## config.mk

```make
export PLATFORM = sky130hd
export DESIGN_NAME = pp_api
export DESIGN_NICKNAME = d
export VERILOG_FILES = /design/src/verilog/pp_api_pkg.sv /design/src/verilog/pp_api.sv /design/src/verilog/pp_ipv6_bank.sv /design/src/verilog/pp_ipv4_bank.sv /design/src/verilog/pp_mac_bank.sv /design/src/verilog/pp_api_wb_slave.sv
export SDC_FILE = /design/constraint.sdc
export NUM_CORES = 2
export LEC_CHECK = 0
export BUFFER_PORTS_ARGS = -buffer_cell sky130_fd_sc_hd__buf_2
export CELL_PAD_IN_SITES_DETAIL_PLACEMENT = 1
export CELL_PAD_IN_SITES_GLOBAL_PLACEMENT = 1
export CORE_AREA = 2 2 612 614
export DETAILED_ROUTE_END_ITERATION = 8
export DIE_AREA = 0 0 614 616
export GPL_ROUTABILITY_DRIVEN = 0
export PLACE_DENSITY_LB_ADDON = 0.15
export SLEW_MARGIN = 30
export SYNTH_ARGS = -nofsm -noshare
export SYNTH_HDL_FRONTEND = slang
export SYNTH_SLANG_ARGS = --single-unit
```

## constraint.sdc

```tcl
create_clock -name clk -period 85.9 [get_ports clk]
set_input_delay 4.295 -clock clk [delete_from_list [all_inputs] [get_ports clk]]
set_output_delay 4.295 -clock clk [all_outputs]
set_load 0.1 [all_outputs]
```

## src/verilog/pp_api_pkg.sv

```systemverilog
// Types, address map and identity constants shared by every pp_api block
package pp_api_pkg;

  // ------------------------------
  // Plain vector types
  // ------------------------------
  typedef logic [31:0]  word_t;
  typedef logic [11:0]  reg_addr_t;
  typedef logic [47:0]  mac_addr_t;
  typedef logic [31:0]  ipv4_addr_t;
  typedef logic [127:0] ipv6_addr_t;

  // Position of a register inside a bank
  typedef logic [2:0]   entry_idx_t;
  typedef logic [1:0]   word_idx_t;

  // ------------------------------
  // Table sizes
  // ------------------------------
  localparam int MAC_COUNT  = 4;
  localparam int MAC_WORDS  = 2;
  localparam int IPV4_COUNT = 8;
  localparam int IPV6_COUNT = 8;
  localparam int IPV6_WORDS = 4;

  // Entry 0 sits in the low bits of every table
  typedef mac_addr_t  [MAC_COUNT-1:0]  mac_table_t;
  typedef ipv4_addr_t [IPV4_COUNT-1:0] ipv4_table_t;
  typedef ipv6_addr_t [IPV6_COUNT-1:0] ipv6_table_t;

  // One decoded bus access as seen by a bank
  typedef struct packed {
    entry_idx_t entry;
    word_idx_t  word;
    word_t      data;
  } reg_access_t;

  // ------------------------------
  // Address map
  // ------------------------------
  localparam reg_addr_t ADDR_NAME0   = 12'h000;
  localparam reg_addr_t ADDR_NAME1   = 12'h001;
  localparam reg_addr_t ADDR_VERSION = 12'h002;

  localparam reg_addr_t MAC_BASE  = 12'h040;
  localparam reg_addr_t IPV4_BASE = 12'h050;
  localparam reg_addr_t IPV6_BASE = 12'h060;

  // Region spans in words
  localparam reg_addr_t MAC_SPAN  = reg_addr_t'(MAC_COUNT * MAC_WORDS);
  localparam reg_addr_t IPV4_SPAN = reg_addr_t'(IPV4_COUNT);
  localparam reg_addr_t IPV6_SPAN = reg_addr_t'(IPV6_COUNT * IPV6_WORDS);

  // Identity words in ASCII
  localparam word_t CORE_NAME0    = 32'h7070_5f61;  // pp_a
  localparam word_t CORE_NAME1    = 32'h7069_2020;  // pi
  localparam word_t CORE_VERSION  = 32'h302e_3130;  // 0.10
  localparam word_t UNMAPPED_READ = 32'h553b_a553;

endpackage
```

## src/verilog/pp_api.sv

```systemverilog
// Top of the pp_api register block, Wishbone slave feeding the address banks
`timescale 1ns/1ps

module pp_api (
  input  logic                    clk,
  input  logic                    areset,

  // Wishbone classic slave port
  input  logic                    cyc,
  input  logic                    stb,
  input  logic                    we,
  input  pp_api_pkg::reg_addr_t   adr,
  input  pp_api_pkg::word_t       dat_w,
  output pp_api_pkg::word_t       dat_r,
  output logic                    ack,

  // Address tables for the packet datapath
  output pp_api_pkg::mac_table_t  mac_table,
  output pp_api_pkg::ipv4_table_t ipv4_table,
  output pp_api_pkg::ipv6_table_t ipv6_table
);

  pp_api_pkg::reg_access_t access;
  pp_api_pkg::word_t       mac_rd_data;
  pp_api_pkg::word_t       ipv4_rd_data;
  pp_api_pkg::word_t       ipv6_rd_data;
  logic                    mac_we;
  logic                    ipv4_we;
  logic                    ipv6_we;

  // ------------------------------
  // Bus slave
  // ------------------------------
  pp_api_wb_slave u_wb_slave (
    .clk          (clk),
    .areset       (areset),
    .cyc          (cyc),
    .stb          (stb),
    .we           (we),
    .adr          (adr),
    .dat_w        (dat_w),
    .mac_rd_data  (mac_rd_data),
    .ipv4_rd_data (ipv4_rd_data),
    .ipv6_rd_data (ipv6_rd_data),
    .dat_r        (dat_r),
    .ack          (ack),
    .access       (access),
    .mac_we       (mac_we),
    .ipv4_we      (ipv4_we),
    .ipv6_we      (ipv6_we)
  );

  // ------------------------------
  // Address banks
  // ------------------------------
  pp_mac_bank u_mac_bank (
    .clk       (clk),
    .areset    (areset),
    .access    (access),
    .we        (mac_we),
    .rd_data   (mac_rd_data),
    .mac_table (mac_table)
  );

  pp_ipv4_bank u_ipv4_bank (
    .clk        (clk),
    .areset     (areset),
    .access     (access),
    .we         (ipv4_we),
    .rd_data    (ipv4_rd_data),
    .ipv4_table (ipv4_table)
  );

  pp_ipv6_bank u_ipv6_bank (
    .clk        (clk),
    .areset     (areset),
    .access     (access),
    .we         (ipv6_we),
    .rd_data    (ipv6_rd_data),
    .ipv6_table (ipv6_table)
  );

endmodule

```

## src/verilog/pp_ipv6_bank.sv

```systemverilog
// IPv6 address bank of pp_api, eight addresses of four words each
`timescale 1ns/1ps

module pp_ipv6_bank (
  input  logic                    clk,
  input  logic                    areset,
  input  pp_api_pkg::reg_access_t access,
  input  logic                    we,
  output pp_api_pkg::word_t       rd_data,
  output pp_api_pkg::ipv6_table_t ipv6_table
);

  // Word 0 of each entry is the least significant
  pp_api_pkg::word_t addr_word [pp_api_pkg::IPV6_COUNT][pp_api_pkg::IPV6_WORDS];

  // ------------------------------
  // Storage
  // ------------------------------
  always_ff @(posedge clk or posedge areset)
  begin
    if (areset)
    begin
      for (int i = 0; i < pp_api_pkg::IPV6_COUNT; i++)
      begin
        for (int j = 0; j < pp_api_pkg::IPV6_WORDS; j++)
          addr_word[i][j] <= '0;
      end
    end
    else if (we)
    begin
      addr_word[access.entry][access.word] <= access.data;
    end
  end

  assign rd_data = addr_word[access.entry][access.word];

  // Assemble each 128-bit address with word 3 on top
  always_comb
  begin
    for (int i = 0; i < pp_api_pkg::IPV6_COUNT; i++)
    begin
      for (int j = 0; j < pp_api_pkg::IPV6_WORDS; j++)
        ipv6_table[i][j*32 +: 32] = addr_word[i][j];
    end
  end

endmodule

```

## src/verilog/pp_ipv4_bank.sv

```systemverilog
// IPv4 address bank of pp_api, eight one-word addresses
`timescale 1ns/1ps

module pp_ipv4_bank (
  input  logic                    clk,
  input  logic                    areset,
  input  pp_api_pkg::reg_access_t access,
  input  logic                    we,
  output pp_api_pkg::word_t       rd_data,
  output pp_api_pkg::ipv4_table_t ipv4_table
);

  pp_api_pkg::ipv4_addr_t addr_reg [pp_api_pkg::IPV4_COUNT];

  always_ff @(posedge clk or posedge areset)
  begin
    if (areset)
    begin
      for (int i = 0; i < pp_api_pkg::IPV4_COUNT; i++)
        addr_reg[i] <= '0;
    end
    else if (we)
    begin
      addr_reg[access.entry] <= access.data;
    end
  end

  // Read back the selected entry
  assign rd_data = addr_reg[access.entry];

  always_comb
  begin
    for (int i = 0; i < pp_api_pkg::IPV4_COUNT; i++)
      ipv4_table[i] = addr_reg[i];
  end

endmodule

```

## src/verilog/pp_mac_bank.sv

```systemverilog
// MAC address bank of pp_api, four addresses stored as low and high words
`timescale 1ns/1ps

module pp_mac_bank (
  input  logic                    clk,
  input  logic                    areset,
  input  pp_api_pkg::reg_access_t access,
  input  logic                    we,
  output pp_api_pkg::word_t       rd_data,
  output pp_api_pkg::mac_table_t  mac_table
);

  pp_api_pkg::word_t low_word  [pp_api_pkg::MAC_COUNT];
  logic [15:0]       high_word [pp_api_pkg::MAC_COUNT];
  logic              sel_high;

  // Word 1 of an entry is the high part
  assign sel_high = access.word[0];

  always_ff @(posedge clk or posedge areset)
  begin
    if (areset)
    begin
      for (int i = 0; i < pp_api_pkg::MAC_COUNT; i++)
      begin
        low_word[i]  <= '0;
        high_word[i] <= '0;
      end
    end
    else if (we)
    begin
      if (sel_high)
        high_word[access.entry[1:0]] <= access.data[15:0];
      else
        low_word[access.entry[1:0]] <= access.data;
    end
  end

  // High words read back zero extended
  assign rd_data = sel_high ? {16'h0000, high_word[access.entry[1:0]]}
                            : low_word[access.entry[1:0]];

  always_comb
  begin
    for (int i = 0; i < pp_api_pkg::MAC_COUNT; i++)
      mac_table[i] = {high_word[i], low_word[i]};
  end

endmodule

```

## src/verilog/pp_api_wb_slave.sv

```systemverilog
// Wishbone classic slave for pp_api, decodes bus cycles into bank accesses
`timescale 1ns/1ps

module pp_api_wb_slave (
  input  logic                    clk,
  input  logic                    areset,
  input  logic                    cyc,
  input  logic                    stb,
  input  logic                    we,
  input  pp_api_pkg::reg_addr_t   adr,
  input  pp_api_pkg::word_t       dat_w,
  input  pp_api_pkg::word_t       mac_rd_data,
  input  pp_api_pkg::word_t       ipv4_rd_data,
  input  pp_api_pkg::word_t       ipv6_rd_data,
  output pp_api_pkg::word_t       dat_r,
  output logic                    ack,
  output pp_api_pkg::reg_access_t access,
  output logic                    mac_we,
  output logic                    ipv4_we,
  output logic                    ipv6_we
);

  pp_api_pkg::reg_addr_t mac_off;
  pp_api_pkg::reg_addr_t ipv4_off;
  pp_api_pkg::reg_addr_t ipv6_off;
  pp_api_pkg::word_t     rd_word;
  logic                  in_mac;
  logic                  in_ipv4;
  logic                  in_ipv6;
  logic                  accept;

  // ------------------------------
  // Region decode
  // ------------------------------
  // An address below a base wraps to a large offset and falls outside the span
  assign mac_off  = adr - pp_api_pkg::MAC_BASE;
  assign ipv4_off = adr - pp_api_pkg::IPV4_BASE;
  assign ipv6_off = adr - pp_api_pkg::IPV6_BASE;

  assign in_mac  = mac_off < pp_api_pkg::MAC_SPAN;
  assign in_ipv4 = ipv4_off < pp_api_pkg::IPV4_SPAN;
  assign in_ipv6 = ipv6_off < pp_api_pkg::IPV6_SPAN;

  // Split the offset into entry and word for the selected bank
  always_comb
  begin
    access.data  = dat_w;
    access.entry = '0;
    access.word  = '0;
    if (in_mac)
    begin
      access.entry = mac_off[3:1];
      access.word  = {1'b0, mac_off[0]};
    end
    else if (in_ipv4)
    begin
      access.entry = ipv4_off[2:0];
    end
    else if (in_ipv6)
    begin
      access.entry = ipv6_off[4:2];
      access.word  = ipv6_off[1:0];
    end
  end

  // Read data select
  always_comb
  begin
    case (adr)
      pp_api_pkg::ADDR_NAME0:   rd_word = pp_api_pkg::CORE_NAME0;
      pp_api_pkg::ADDR_NAME1:   rd_word = pp_api_pkg::CORE_NAME1;
      pp_api_pkg::ADDR_VERSION: rd_word = pp_api_pkg::CORE_VERSION;
      default:
      begin
        if (in_mac)
          rd_word = mac_rd_data;
        else if (in_ipv4)
          rd_word = ipv4_rd_data;
        else if (in_ipv6)
          rd_word = ipv6_rd_data;
        else
          rd_word = pp_api_pkg::UNMAPPED_READ;
      end
    endcase
  end

  // ------------------------------
  // Handshake
  // ------------------------------
  // A request is taken only while ack is low, so ack lasts one cycle
  assign accept = cyc & stb & ~ack;

  assign mac_we  = accept & we & in_mac;
  assign ipv4_we = accept & we & in_ipv4;
  assign ipv6_we = accept & we & in_ipv6;

  always_ff @(posedge clk or posedge areset)
  begin
    if (areset)
    begin
      ack   <= 1'b0;
      dat_r <= '0;
    end
    else
    begin
      ack <= accept;
      if (accept && !we)
        dat_r <= rd_word;
    end
  end

endmodule

```

==> results.md <==
- run status: complete, no violations
- count of nets left with antenna violations after detail routing: 0
- Clock Sink Count: 1,505
- Fin. Hold Viols: 0
- ratio of cells with drive above 1 in the final layout: 46.8%
- share of synthesized area occupied by flip-flops and latches: 53.6%
- register bit total from synthesis: 1,505
- Total Nets Final: 7,678
- launch point of the critical path: adr[6]
- Post-Syn Nets: 6,271
- cell count after synthesis: 6,219
- Layout Cells excl Fill: 12,800
- I/O pin count: 1,554
- warning count from the yosys run: 0
- max-capacitance violation count: 0
- number of antenna violations at the first check in global routing: 89
- pin count of the biggest net entering global routing: 121
- capturing element type of the critical path: register
- total negative setup slack: 0 ns
- H-tree depth: 4
- growth of design area from synthesis to finish: 30.0%
- detail-routed net length per standard cell: 43.0 um
- detailed router's first-iteration violation count: 4,799
- number of buffers and inverters on the critical path: 4
- final max-slew violation count: 0
- post-cts hold buffer count: 0
- top cell type by total area after synthesis: sky130_fd_sc_hd__dfrtp_1
- Tot Pwr: 1.69 mW
- cell with the largest stage delay on the worst path: sky130_fd_sc_hd__buf_4
- clock-pin slew of the registers on the worst-case setup and hold paths: 0.06 ns
- die width: 614 um
- number of inserted filler cells in the final layout: 41,800
- number of distinct library cells after synthesis: 76
- Cell Chain, Critical Path: buf_2 -> ha_1 -> nor4bb_1 -> o21bai_1 -> a211oi_1 -> or3_4 -> buf_4 -> buf_4 -> buf_4 -> nand2_1 -> and3_1 -> a311oi_1 -> a31oi_1 -> o21ai_2 -> o22a_1
- maximum clock path buffer count: 4
- Row Count: 224
- Max-Slew Margin vs Limit: 26.8%
- critical path fanouts, max: 54
- achievable frequency: 104 MHz
- worst setup skew after layout: 0.0413 ns
- Port Buffers: 1,553
- via/cell ratio: 4.78
- total of cells resized after clock tree synthesis: 0
- overall global routing resource usage: 28.2%
- share of synthesized registers carrying an async set or reset: 100%
- worst slack on hold paths: 0.499 ns
- largest stage delay on the critical path: 0.79 ns
- cell count after placement: 12,400
- number of enable flip-flop cells after synthesis: 0
- total length of routed wires: 550 mm
- worst min-delay path category: reg -> reg
- static power due to leakage: 46.9 nW
- detailed placer's ending HPWL: 392 mm
- dominant cells by area after synthesis: sky130_fd_sc_hd__dfrtp_1, sky130_fd_sc_hd__mux2_2, sky130_fd_sc_hd__nand2_1
- effective utilization at floorplan: 18.9%
- post-synth top area share: 53.6%
- data arrival time of the worst path: 10.50 ns
- DRC violations left: 0
- post-layout utilization of the core: 24.6%
- worst setup path class: in -> reg
- clock root buffer master: sky130_fd_sc_hd__clkbuf_16
- number of CTS-inserted buffers: 201
- start point of the worst min-delay path: u_wb_slave.dat_r[25]
- post-route minimum period: 9.64 ns
- main flop type after synthesis: sky130_fd_sc_hd__dfrtp_1
- Congestion Overflow GR: 0
- height of the die: 616 um
- origin of the critical flop-to-flop path: u_wb_slave.ack
- final period utilization: 11.2%
- peak ir drop on the vdd network: 0.0000175 V
- worst endpoint required time: 86.76 ns
- Mapped Avg Cell Area: 11.3 um^2
- family of cells with the greatest summed delay on the critical path: buffers and inverters
- global-route wire length before repair: 701 mm
- number of global-route vias before repair: 62,500
- die area: 378,000 um^2
- final setup vio count: 0
- setup repair after global routing missed its margin: no
- latest clock arrival within the worst-skew pair: 0.94 ns
- overall via count from detail_route: 61,100
- critical path launch point type: primary input
- slew of the pin with the lowest slew margin: 1.09 ns
- clock tree from TritonCTS: done
- # Post-CTS Setup Buffers: 0
- most frequent CP cell: sky130_fd_sc_hd__buf_4
- netlist area before placement: 70,200 um^2
- Core ar.: 371,000 um^2
- P per Cell Area: 18.6 nW/um^2
- first-pass iteration count of the detailed router: 6
-- state kept, by name (all words and copies together), names as in the netlist --
signal / cells
u_wb_slave.dat_r: 32
u_ipv4_bank.ipv4_table: 256
u_wb_slave.ack: 1
u_ipv6_bank.ipv6_table: 1024
u_mac_bank.mac_table: 192
-- synth_stat cells, types with 3 or more instances --
library cell and count:
sky130_fd_sc_hd__dfrtp_1 1505, sky130_fd_sc_hd__nor2_1 64, sky130_fd_sc_hd__nand3_1 532, sky130_fd_sc_hd__buf_1 33, sky130_fd_sc_hd__o22a_1 3, sky130_fd_sc_hd__a211oi_1 20, sky130_fd_sc_hd__o32ai_1 3, sky130_fd_sc_hd__a2111oi_2 3
sky130_fd_sc_hd__or3_1 4, sky130_fd_sc_hd__nand2_1 1338, sky130_fd_sc_hd__a311oi_1 36, sky130_fd_sc_hd__buf_4 43, sky130_fd_sc_hd__o21ai_1 7, sky130_fd_sc_hd__mux4_2 8, sky130_fd_sc_hd__a31oi_1 76, sky130_fd_sc_hd__a21oi_1 135
sky130_fd_sc_hd__buf_2 257, sky130_fd_sc_hd__or4_1 7, sky130_fd_sc_hd__clkbuf_1 215, sky130_fd_sc_hd__a2111oi_0 11, sky130_fd_sc_hd__buf_6 6, sky130_fd_sc_hd__o31ai_1 4, sky130_fd_sc_hd__a21o_1 3, sky130_fd_sc_hd__a221oi_1 10
sky130_fd_sc_hd__nor3_1 31, sky130_fd_sc_hd__o22ai_1 26, sky130_fd_sc_hd__o211ai_1 11, sky130_fd_sc_hd__o41ai_1 6, sky130_fd_sc_hd__and2_1 8, sky130_fd_sc_hd__o221ai_1 14, sky130_fd_sc_hd__nor3_2 4, sky130_fd_sc_hd__and3_1 74
sky130_fd_sc_hd__mux2i_1 87, sky130_fd_sc_hd__mux2_1 56, sky130_fd_sc_hd__nor4_1 18, sky130_fd_sc_hd__a32oi_1 13, sky130_fd_sc_hd__inv_1 5, sky130_fd_sc_hd__nand4_1 33, sky130_fd_sc_hd__a22oi_1 3, sky130_fd_sc_hd__o2111ai_1 4
sky130_fd_sc_hd__mux2_2 1422, sky130_fd_sc_hd__ha_1 3, sky130_fd_sc_hd__o21ai_0 34
-- per-stage QoR --
| step | instance area [um^2] | setup slack (ns) |
|---|---|---|
| 2_1_floorplan | 70200 | 39.15 |
| 3_3_place_gp | 83800 | 74.11 |
| 4_1_cts | 91100 | 76.31 |
| 6_report | 91300 | 76.26 |
| 5_1_grt | 91200 | 75.95 |
| 3_5_place_dp | 84200 | 75.30 |
-- where the power goes --
group	internal, mW	switching (mW)	leakage [nW]
Sequential	0.711	0.00294	21.0
Clock	0.528	0.375	3.37
Combinational	0.00938	0.0682	22.6
Total	1.25	0.446	46.9
-- worst reg2reg max path: cells and delay by family, from the launching register on --
family                 cells  cell delay [ns]
muxes                      1             0.48
DFF                        1             0.44
and+or+nand+nor            5             2.50
buffers and inverters      1             0.77
-- metal layers --
metal	up-vias	track usage [%]	wire length, um
met3	611	6.20	35500
met5	-	0	50
met1	33500	35.6	230000
met2	2324	46.1	257000
met4	8	11.9	27200
li1	24700	-	-
-- cells by family (layout without fill, tap and decap cells) --
logic type | Yosys count | count (layout) | share of synthesized area [%]
XOR/XNOR | 1 | 1 | 0.0125
AND/OR/NAND/NOR | 2128 | 2128 | 13.0
adder cells (fa/ha/maj) | 3 | 3 | 0.0535
other | 0 | 36 | 0
buffers and inverters | 562 | 2125 | 3.81
multiplexers | 1573 | 1573 | 25.2
AO/OA/AOI/OAI | 447 | 447 | 4.25
flip-flops | 1505 | 1505 | 53.6
-- final timing paths --
path	depth (start not counted)	slack, ns	endpoint
min reg2reg	2	0.50	u_wb_slave.dat_r[25]
max in group asynchronous	8	78.64	u_ipv4_bank.ipv4_table[115]
max	15	76.26	u_wb_slave.dat_r[29]
min	2	0.50	u_wb_slave.dat_r[25]
min in group asynchronous	2	3.48	u_ipv6_bank.ipv6_table[70]
max reg2reg	7	81.56	u_ipv6_bank.ipv6_table[240]
-- cells in the final DEF, fill, tap and decap left out, types with 14 or more instances in the layout --
cell                        synthesis  final
sky130_fd_sc_hd__buf_6              6     16
sky130_fd_sc_hd__nand4_1           33     33
sky130_fd_sc_hd__nand3_1          532    532
sky130_fd_sc_hd__a211oi_1          20     17
sky130_fd_sc_hd__diode_2            0     36
sky130_fd_sc_hd__dfrtp_1         1505   1505
sky130_fd_sc_hd__and3_1            74     73
sky130_fd_sc_hd__mux2_1            56     56
sky130_fd_sc_hd__mux2i_1           87     86
sky130_fd_sc_hd__nor2_1            64     41
sky130_fd_sc_hd__clkinv_2           0     30
sky130_fd_sc_hd__nand2_4            0     31
sky130_fd_sc_hd__a311oi_1          36     35
sky130_fd_sc_hd__nor2_4             0     18
sky130_fd_sc_hd__buf_4             43    182
sky130_fd_sc_hd__nor4_1            18     14
sky130_fd_sc_hd__nand2_2            2     14
sky130_fd_sc_hd__mux2_2          1422   1422
sky130_fd_sc_hd__o21ai_0           34     30
sky130_fd_sc_hd__nand2_1         1338   1284
sky130_fd_sc_hd__buf_2            257   1546
sky130_fd_sc_hd__a31oi_1           76     72
sky130_fd_sc_hd__clkbuf_8           0     52
sky130_fd_sc_hd__a21oi_1          135    131
sky130_fd_sc_hd__bufinv_16          0     16
sky130_fd_sc_hd__clkbuf_16          0    203
sky130_fd_sc_hd__o22ai_1           26     25
sky130_fd_sc_hd__nor3_1            31     27
sky130_fd_sc_hd__clkbuf_1         215     45
-- cell type report --
| cell class | instances | area, um^2 | share of cell area [%] |
|---|---|---|---|
| Antenna cell | 36 | 90.1 | 0.0987 |
| Clock buffer | 300 | 5960 | 6.54 |
| Clock inverter | 59 | 878 | 0.962 |
| Inverter | 5 | 26.3 | 0.0288 |
| Multi-Input combinational cell | 4152 | 30800 | 33.7 |
| Sequential cell | 1505 | 37700 | 41.3 |
| Tap cell | 4972 | 6220 | 6.82 |
| Timing Repair Buffer | 1761 | 9660 | 10.6 |
Power figures use the tool's default switching activity.
